===== config.mk =====
export PLATFORM = sky130hd
export DESIGN_NAME = intAlu
export DESIGN_NICKNAME = d
export VERILOG_FILES = /design/src/source/aluPkg.sv /design/src/source/aluSequencer.sv /design/src/source/simpleOps.sv /design/src/source/intDivider.sv /design/src/source/intSqrt.sv /design/src/source/intAlu.sv
export SDC_FILE = /design/constraint.sdc
export NUM_CORES = 2
export LEC_CHECK = 0
export ABC_AREA = 0
export BUFFER_PORTS_ARGS = -buffer_cell sky130_fd_sc_hd__buf_2
export CAP_MARGIN = 20
export CELL_PAD_IN_SITES_DETAIL_PLACEMENT = 2
export CELL_PAD_IN_SITES_GLOBAL_PLACEMENT = 2
export CORE_MARGIN = 2
export CORE_UTILIZATION = 45
export DETAILED_ROUTE_END_ITERATION = 8
export MAX_ROUTING_LAYER = met4
export PLACE_DENSITY_LB_ADDON = 0.1
export SLEW_MARGIN = 20
export SYNTH_ARGS = -nofsm -noshare
export SYNTH_HDL_FRONTEND = slang
export SYNTH_SLANG_ARGS = --single-unit

===== constraint.sdc =====
create_clock -name Reset -period 23.8 [get_ports Reset]
set_clock_uncertainty 0.2 [all_clocks]
set_input_delay 4.76 -clock Reset [delete_from_list [all_inputs] [get_ports Reset]]
set_output_delay 4.76 -clock Reset [all_outputs]
set_load 0.02 [all_outputs]

===== src/source/aluPkg.sv =====
`default_nettype none

package aluPkg;

    // Width of the function code field
    localparam int OpWidth = 6;

    // Integer function codes, float codes 1xxxxx are not decoded
    typedef enum logic [OpWidth-1:0] {
        opAdd  = 6'b000000,
        opSub  = 6'b000001,
        opMul  = 6'b000010,
        opSqrt = 6'b000011,
        opDiv  = 6'b000100,
        opMod  = 6'b000101,
        opSla  = 6'b000110,
        opSra  = 6'b000111,

        // Compares
        opEq   = 6'b001000,
        opNe   = 6'b001001,
        opGt   = 6'b001010,
        opLt   = 6'b001011,
        opGtu  = 6'b001100,
        opLtu  = 6'b001101,

        // Logic
        opNot  = 6'b010000,
        opAnd  = 6'b010001,
        opOr   = 6'b010010,
        opXor  = 6'b010011,
        opXnor = 6'b010100,
        opSll  = 6'b010110,
        opSrl  = 6'b010111
    } aluOp;

endpackage

`default_nettype wire


===== src/source/aluSequencer.sv =====
`default_nettype none

module aluSequencer #(
    parameter int DataWidth = 32
) (
    input  wire logic                 Reset,
    input  wire logic                 Clock,
    input  wire logic                 i_req,
    input  wire aluPkg::aluOp         i_op,
    input  wire logic [DataWidth-1:0] i_a,
    input  wire logic [DataWidth-1:0] i_b,
    input  wire logic [DataWidth-1:0] i_simpleResult,
    input  wire logic [DataWidth-1:0] i_divResult,
    input  wire logic                 i_divDone,
    input  wire logic [DataWidth-1:0] i_rootResult,
    input  wire logic                 i_rootDone,
    output aluPkg::aluOp              o_opReg,
    output logic [DataWidth-1:0]      o_aReg,
    output logic [DataWidth-1:0]      o_bReg,
    output logic                      o_divStart,
    output logic                      o_sqrtStart,
    output logic                      o_wantRemainder,
    output logic                      o_ack,
    output logic [DataWidth-1:0]      o_result
);

    localparam logic [1:0] StateIdle    = 2'd0;
    localparam logic [1:0] StateBusy    = 2'd1;   // Divider or root running
    localparam logic [1:0] StateCapture = 2'd2;
    localparam logic [1:0] StateHold    = 2'd3;   // Ack high until req drops

    logic [1:0] state;
    logic       unitDone;

    assign unitDone        = i_divDone | i_rootDone;
    assign o_wantRemainder = (o_opReg == aluPkg::opMod);

    // Operand latch on request acceptance
    always_ff @(posedge Reset) begin
        if (state == StateIdle && i_req) begin
            o_opReg <= i_op;
            o_aReg  <= i_a;
            o_bReg  <= i_b;
        end
    end

    always_ff @(posedge Reset or posedge Clock) begin
        if (Clock) begin
            state       <= StateIdle;
            o_divStart  <= 1'b0;
            o_sqrtStart <= 1'b0;
            o_ack       <= 1'b0;
            o_result    <= '0;
        end else begin
            o_divStart  <= 1'b0;    // Start lines are single pulses
            o_sqrtStart <= 1'b0;
            case (state)
                StateIdle: begin
                    if (i_req) begin
                        case (i_op)
                            aluPkg::opDiv, aluPkg::opMod: begin
                                o_divStart <= 1'b1;
                                state      <= StateBusy;
                            end
                            aluPkg::opSqrt: begin
                                o_sqrtStart <= 1'b1;
                                state       <= StateBusy;
                            end
                            default: state <= StateCapture;
                        endcase
                    end
                end
                StateBusy: begin
                    if (unitDone) state <= StateCapture;
                end
                StateCapture: begin
                    case (o_opReg)
                        aluPkg::opDiv, aluPkg::opMod: o_result <= i_divResult;
                        aluPkg::opSqrt:               o_result <= i_rootResult;
                        default:                      o_result <= i_simpleResult;
                    endcase
                    o_ack <= 1'b1;
                    state <= StateHold;
                end
                StateHold: begin
                    if (!i_req) begin
                        o_ack <= 1'b0;
                        state <= StateIdle;
                    end
                end
            endcase
        end
    end

    // Requester must drop req before ack may fall
    ackHoldsWhileReq: assert property (@(posedge Reset) disable iff (Clock)
        $fell(o_ack) |-> !$past(i_req));

    startOnlyFromIdle: assert property (@(posedge Reset) disable iff (Clock)
        (o_divStart || o_sqrtStart) |-> (state == StateBusy && $past(state) == StateIdle));

endmodule

`default_nettype wire


===== src/source/simpleOps.sv =====
`default_nettype none

module simpleOps #(
    parameter int DataWidth = 32
) (
    input  wire aluPkg::aluOp         i_op,
    input  wire logic [DataWidth-1:0] i_a,
    input  wire logic [DataWidth-1:0] i_b,
    output logic [DataWidth-1:0]      o_result
);

    localparam int ShiftBits = $clog2(DataWidth);

    logic [ShiftBits-1:0] shamt;

    assign shamt = i_b[ShiftBits-1:0];   // Larger amounts wrap

    always_comb begin
        o_result = '0;
        case (i_op)
            aluPkg::opAdd: o_result = i_a + i_b;
            aluPkg::opSub: o_result = i_a - i_b;
            aluPkg::opMul: o_result = i_a * i_b;   // Low word only

            // Arithmetic left shift is zero filled like the logical one
            aluPkg::opSla, aluPkg::opSll: begin
                o_result = i_a << shamt;
            end
            aluPkg::opSra: o_result = $signed(i_a) >>> shamt;
            aluPkg::opSrl: o_result = i_a >> shamt;

            // Flag in bit 0
            aluPkg::opEq: begin
                o_result[0] = (i_a == i_b);
            end
            aluPkg::opNe: begin
                o_result[0] = (i_a != i_b);
            end
            aluPkg::opGt: begin
                o_result[0] = ($signed(i_a) > $signed(i_b));
            end
            aluPkg::opLt: begin
                o_result[0] = ($signed(i_a) < $signed(i_b));
            end
            aluPkg::opGtu: begin
                o_result[0] = (i_a > i_b);
            end
            aluPkg::opLtu: begin
                o_result[0] = (i_a < i_b);
            end

            aluPkg::opNot:  o_result = ~i_a;
            aluPkg::opAnd:  o_result = i_a & i_b;
            aluPkg::opOr:   o_result = i_a | i_b;
            aluPkg::opXor:  o_result = i_a ^ i_b;
            aluPkg::opXnor: o_result = i_a ~^ i_b;

            // Multi-cycle and float codes
            default: o_result = '0;
        endcase
    end

endmodule

`default_nettype wire


===== src/source/intDivider.sv =====
`default_nettype none

module intDivider #(
    parameter int DataWidth = 32
) (
    input  wire logic                 Reset,
    input  wire logic                 Clock,
    input  wire logic                 i_start,
    input  wire logic [DataWidth-1:0] i_dividend,
    input  wire logic [DataWidth-1:0] i_divisor,
    input  wire logic                 i_wantRemainder,
    output logic                      o_done,
    output logic [DataWidth-1:0]      o_result
);

    localparam int CountWidth = $clog2(DataWidth);

    localparam logic [1:0] StateIdle = 2'd0;
    localparam logic [1:0] StateSign = 2'd1;   // Take magnitudes
    localparam logic [1:0] StateLoop = 2'd2;
    localparam logic [1:0] StateFix  = 2'd3;   // Apply result sign

    logic [1:0]            state;
    logic [CountWidth-1:0] stepCount;
    logic [DataWidth-1:0]  dividendReg;
    logic [DataWidth-1:0]  divisorReg;
    logic                  wantRem;
    logic [DataWidth-1:0]  quo;         // Magnitude in, quotient out
    logic [DataWidth-1:0]  rem;
    logic [DataWidth-1:0]  den;
    logic [DataWidth:0]    shifted;
    logic [DataWidth:0]    diff;
    logic                  dividendNeg;
    logic                  divisorNeg;
    logic                  divByZero;
    logic [DataWidth-1:0]  fixedResult;

    assign dividendNeg = dividendReg[DataWidth-1];
    assign divisorNeg  = divisorReg[DataWidth-1];
    assign divByZero   = (divisorReg == '0);

    assign shifted = {rem, quo[DataWidth-1]};
    assign diff    = shifted - {1'b0, den};   // Top bit set means borrow

    always_comb begin
        if (divByZero) begin
            fixedResult = wantRem ? dividendReg : '1;
        end else if (wantRem) begin
            fixedResult = dividendNeg ? -rem : rem;   // Sign of the dividend
        end else begin
            fixedResult = (dividendNeg ^ divisorNeg) ? -quo : quo;
        end
    end

    always_ff @(posedge Reset or posedge Clock) begin
        if (Clock) begin
            state     <= StateIdle;
            stepCount <= '0;
            o_done    <= 1'b0;
        end else begin
            o_done <= 1'b0;
            case (state)
                StateIdle: begin
                    if (i_start) state <= StateSign;
                end
                StateSign: begin
                    stepCount <= CountWidth'(DataWidth - 1);
                    state     <= StateLoop;
                end
                StateLoop: begin
                    stepCount <= stepCount - 1'b1;
                    if (stepCount == '0) state <= StateFix;
                end
                StateFix: begin
                    o_done <= 1'b1;
                    state  <= StateIdle;
                end
            endcase
        end
    end

    always_ff @(posedge Reset) begin
        case (state)
            StateIdle: begin
                if (i_start) begin
                    dividendReg <= i_dividend;
                    divisorReg  <= i_divisor;
                    wantRem     <= i_wantRemainder;
                end
            end
            StateSign: begin
                quo <= dividendNeg ? -dividendReg : dividendReg;
                den <= divisorNeg ? -divisorReg : divisorReg;
                rem <= '0;
            end
            StateLoop: begin
                if (!diff[DataWidth]) begin
                    rem <= diff[DataWidth-1:0];
                    quo <= {quo[DataWidth-2:0], 1'b1};
                end else begin
                    rem <= shifted[DataWidth-1:0];   // Restore
                    quo <= {quo[DataWidth-2:0], 1'b0};
                end
            end
            StateFix: o_result <= fixedResult;
        endcase
    end

    // Sequencer never restarts a running division
    startWhileBusy: assert property (@(posedge Reset) disable iff (Clock)
        i_start |-> state == StateIdle);

endmodule

`default_nettype wire


===== src/source/intSqrt.sv =====
`default_nettype none

module intSqrt #(
    parameter int DataWidth = 32
) (
    input  wire logic                 Reset,
    input  wire logic                 Clock,
    input  wire logic                 i_start,
    input  wire logic [DataWidth-1:0] i_radicand,
    output logic                      o_done,
    output logic [DataWidth-1:0]      o_root
);

    localparam int Steps      = DataWidth / 2;   // One radicand bit pair each
    localparam int CountWidth = $clog2(Steps);
    localparam int RemWidth   = Steps + 2;

    localparam logic [1:0] StateIdle   = 2'd0;
    localparam logic [1:0] StateRun    = 2'd1;
    localparam logic [1:0] StateFinish = 2'd2;

    logic [1:0]            state;
    logic [CountWidth-1:0] stepCount;
    logic [DataWidth-1:0]  radShift;
    logic [Steps-1:0]      root;
    logic [RemWidth-1:0]   rem;
    logic [RemWidth+1:0]   pairRem;
    logic [RemWidth+1:0]   trial;
    logic                  fits;

    assign pairRem = {rem, radShift[DataWidth-1 -: 2]};
    assign trial   = {2'b00, root, 2'b01};   // 4*root + 1
    assign fits    = (pairRem >= trial);

    always_ff @(posedge Reset or posedge Clock) begin
        if (Clock) begin
            state     <= StateIdle;
            stepCount <= '0;
            o_done    <= 1'b0;
        end else begin
            o_done <= 1'b0;
            case (state)
                StateIdle: begin
                    if (i_start) begin
                        stepCount <= CountWidth'(Steps - 1);
                        state     <= StateRun;
                    end
                end
                StateRun: begin
                    stepCount <= stepCount - 1'b1;
                    if (stepCount == '0) state <= StateFinish;
                end
                default: begin
                    o_done <= 1'b1;
                    state  <= StateIdle;
                end
            endcase
        end
    end

    always_ff @(posedge Reset) begin
        if (state == StateIdle && i_start) begin
            radShift <= i_radicand;
            root     <= '0;
            rem      <= '0;
        end else if (state == StateRun) begin
            radShift <= radShift << 2;
            if (fits) begin
                rem  <= RemWidth'(pairRem - trial);
                root <= {root[Steps-2:0], 1'b1};
            end else begin
                rem  <= pairRem[RemWidth-1:0];
                root <= {root[Steps-2:0], 1'b0};
            end
        end else if (state == StateFinish) begin
            o_root <= {{(DataWidth-Steps){1'b0}}, root};
        end
    end

    startWhileBusy: assert property (@(posedge Reset) disable iff (Clock)
        i_start |-> state == StateIdle);

endmodule

`default_nettype wire


===== src/source/intAlu.sv =====
`default_nettype none

module intAlu #(
    parameter int DataWidth = 32
) (
    input  wire logic                 Reset,      // Clock
    input  wire logic                 Clock,      // Async reset, active high
    input  wire logic                 i_req,
    input  wire aluPkg::aluOp         i_op,
    input  wire logic [DataWidth-1:0] i_a,
    input  wire logic [DataWidth-1:0] i_b,
    output wire logic                 o_ack,
    output wire logic [DataWidth-1:0] o_result
);

    aluPkg::aluOp         opReg;
    logic [DataWidth-1:0] aReg;
    logic [DataWidth-1:0] bReg;
    logic                 divStart;
    logic                 sqrtStart;
    logic                 wantRemainder;
    logic [DataWidth-1:0] simpleResult;
    logic [DataWidth-1:0] divResult;
    logic                 divDone;
    logic [DataWidth-1:0] rootResult;
    logic                 rootDone;

    aluSequencer #(.DataWidth(DataWidth)) seq0 (
        .Reset           (Reset),
        .Clock           (Clock),
        .i_req           (i_req),
        .i_op            (i_op),
        .i_a             (i_a),
        .i_b             (i_b),
        .i_simpleResult  (simpleResult),
        .i_divResult     (divResult),
        .i_divDone       (divDone),
        .i_rootResult    (rootResult),
        .i_rootDone      (rootDone),
        .o_opReg         (opReg),
        .o_aReg          (aReg),
        .o_bReg          (bReg),
        .o_divStart      (divStart),
        .o_sqrtStart     (sqrtStart),
        .o_wantRemainder (wantRemainder),
        .o_ack           (o_ack),
        .o_result        (o_result)
    );

    simpleOps #(.DataWidth(DataWidth)) simple0 (
        .i_op     (opReg),
        .i_a      (aReg),
        .i_b      (bReg),
        .o_result (simpleResult)
    );

    intDivider #(.DataWidth(DataWidth)) div0 (
        .Reset           (Reset),
        .Clock           (Clock),
        .i_start         (divStart),
        .i_dividend      (aReg),
        .i_divisor       (bReg),
        .i_wantRemainder (wantRemainder),
        .o_done          (divDone),
        .o_result        (divResult)
    );

    intSqrt #(.DataWidth(DataWidth)) sqrt0 (
        .Reset      (Reset),
        .Clock      (Clock),
        .i_start    (sqrtStart),
        .i_radicand (aReg),
        .o_done     (rootDone),
        .o_root     (rootResult)
    );

endmodule

`default_nettype wire


==> flow_summary.json <==
{
  "outcome": "completed",
  "io_buffers": 105,
  "seq_area_frac_synth": 0.262,
  "grt_max_degree": 86,
  "hp-start": "sqrt0.state[1]",
  "synthCells": 4856,
  "cts_buffers": 50,
  "vias_per_cell": 6.66,
  "crit_start": "seq0.o_aReg[12]",
  "yosys-top-cells-area": "edfxtp_1, fa_1, ha_1",
  "areaGrowthSynthToFinish_pct": 8.27,
  "clk_pin_slew_ps": 70,
  "worstRegToRegCells": 26,
  "setup-violations-final": 0,
  "peakVddDrop_mv": 0.0490,
  "yosys-top-cells-count": "nor2_1, inv_1, nand2_1",
  "grt_pass1_wl_um": 323000,
  "grt_usage": 0.473,
  "dp_slack_ps": 14790,
  "clockBufferDepth": 3,
  "powerDensity_nw_per_um2": 32.6,
  "min_delay_path_depth": 0,
  "whs_endpoint": "sqrt0.o_done",
  "setup-tns-final_ps": 0,
  "slowest_stage": "inv_1",
  "worstPathRequired_ps": 24150,
  "drive_gt1_frac": 0.0790,
  "drt-total-wl_um": 228000,
  "synth_edf_count": 311,
  "tritoncts": "built",
  "fill_cells": 10161,
  "core-area_um2": 95200,
  "drt_pass1_iterations": 5,
  "power_mw": 1.53,
  "hold_viol_final": 0,
  "maxCapViolCount": 0,
  "clkLatencyLatePin_ps": 680,
  "period_needed_ps": 9230,
  "multi_input_area_um2": 28800,
  "crit_path_max_fanout": 19,
  "synth_ff_type": "edfxtp_1",
  "syn_area_um2": 43200,
  "final_antenna_net_count": 0,
  "critPathArrivalTime_ps": 9590,
  "worstReg2RegStart": "seq0.o_aReg[12]",
  "via_count": 41114,
  "gp_congestion": 1.02,
  "syn_avg_cell_area_um2": 8.91,
  "htreeDepth": 2,
  "worst_r2r_endpoint": "seq0.o_result[30]",
  "io_pins": 106,
  "antenna_found_initial": 17,
  "regToRegSetupSlack_ps": 14570,
  "drc": 0,
  "rsz0062_at_grt": "false",
  "rows": 113,
  "max_freq_ghz": 0.108,
  "fin_ws_ps": 14570,
  "drtIter0Drc": 4791,
  "synthArstFlopShare": 0.131,
  "seq_area_um2": 11300,
  "synth_fp_nets": 5626,
  "period_share": 0.388,
  "post_cts_buffers": 0,
  "dp_hpwl_um": 167000,
  "clockRootBuffer": "clkbuf_16",
  "crit_path_end_kind": "register",
  "max_stage_delay_ps": 790,
  "grt_overflow": 0,
  "num-nets-final": 5621,
  "wire_per_inst_um": 36.9,
  "slew_viol_final": 0,
  "startpoint_type": "register",
  "dieHeight_um": 314,
  "final_core_utilization": 0.492,
  "cts_hold_buffers": 0,
  "cts.sinks": 397,
  "ys_types": 82,
  "synth.most_common_cell": "nor2_1",
  "worst_pin_slew_ps": 1200,
  "crit_type": "reg2reg",
  "maxSlewHeadroom": 0.190,
  "dieArea_um2": 98600,
  "initial_core_util": 0.455,
  "synth_top_area_share": 0.216,
  "crit_top_cell": "fa_1",
  "synth_warnings": 0,
  "grt_pass1_vias": 44203,
  "hold_path.class": "reg2reg",
  "synth_area_leader_cell": "edfxtp_1",
  "synth_seq_cells": 397,
  "cts_resized": 0,
  "p_leak_nw": 19.8,
  "whs_ps": 265,
  "die_width_um": 314
}
registers in the layout, summed over array words and instances, names as in the netlist, 2 cells and up:
| name | count |
|---|---|
| sqrt0.radShift | 32 |
| sqrt0.root | 16 |
| div0.quo | 32 |
| sqrt0.rem | 18 |
| sqrt0.o_root | 16 |
| div0.rem | 32 |
| div0.divisorReg | 32 |
| seq0.state | 2 |
| seq0.o_result | 32 |
| sqrt0.stepCount | 4 |
| div0.state | 2 |
| div0.o_result | 32 |
| seq0.o_bReg | 32 |
| seq0.o_aReg | 32 |
| div0.stepCount | 5 |
| sqrt0.state | 2 |
| div0.dividendReg | 32 |
| seq0.o_opReg | 6 |
| div0.den | 32 |
final cells by class:
cell class                      count  area share
Clock buffer                       62      0.0283
Sequential cell                   397       0.242
Multi-Input combinational cell   3627       0.616
Timing Repair Buffer              218      0.0300
Antenna cell                       19     0.00102
Inverter                          557      0.0446
Clock inverter                     26     0.00457
Tap cell                         1265      0.0338
stage by stage:
stage | std cells | area [um2]
floorplan | 4856 | 43200
global placement | 6063 | 45200
detailed placement | 6063 | 45200
CTS | 6151 | 46700
global route | 6165 | 46800
finish | 6171 | 46800
critical path: cells and delay by family (launching register included):
kind / cells / cell delay [ps]
flops: 1 / 390
xor+xnor: 1 / 160
compound gates: 7 / 1940
fa+ha+maj: 9 / 4380
simple gates: 3 / 740
buf+inv: 6 / 1300
worst max path at each step:
stage	end	slack (ps)	depth (start not counted)
finish	seq0.o_result[30]	14570	26
detailed placement	seq0.o_result[31]	14790	25
global placement	seq0.o_result[31]	15030	25
CTS	seq0.o_result[30]	14790	25
floorplan	seq0.o_result[30]	14850	27
global route	seq0.o_result[30]	14260	26
layer usage:
metal,GRT usage,up-vias,wire length [um]
met5,-,-,0
met4,0.318,0,18400
met3,0.105,855,22300
met2,0.714,2545,101000
met1,0.566,21262,85600
li1,-,16452,-
placed cells by master, fill, tap and decap left out, drive strengths merged, types with 19 or more instances in the layout:
cell	count
a221oi	28
a21o	31
edfxtp	311
xnor2	162
o22ai	35
o31ai	36
nand2	511
nand2b	30
nor4	25
mux4	31
a21oi	240
a211oi	31
nand4	19
nand3	73
or3	36
o211ai	24
inv	546
clkbuf	62
nor3	74
ha	286
clkinv	32
fa	411
a22oi	30
nor2b	46
xor2	104
o21ai	331
diode	19
dfrtp	52
a31oi	28
mux2i	88
buf	218
o41ai	21
o21a	25
dfxtp	34
or4	23
nor2	619
cells by family after synthesis:
group | share of synthesized area
compound gates | 0.147
fa+ha+maj | 0.273
buf+inv | 0.0729
flops | 0.262
xor+xnor | 0.0539
mux | 0.0386
simple gates | 0.153
where the power goes:
| group | switching (mW) | total, mW | leakage [nW] | internal, mW |
|---|---|---|---|---|
| sequential | 0 | 0.740 | 3.64 | 0.740 |
| combinational | 0.00670 | 0.0112 | 15.4 | 0.00445 |
| clock | 0.359 | 0.776 | 0.756 | 0.417 |
| total | 0.366 | 1.53 | 19.8 | 1.16 |
(Power assumes the default switching activity.)
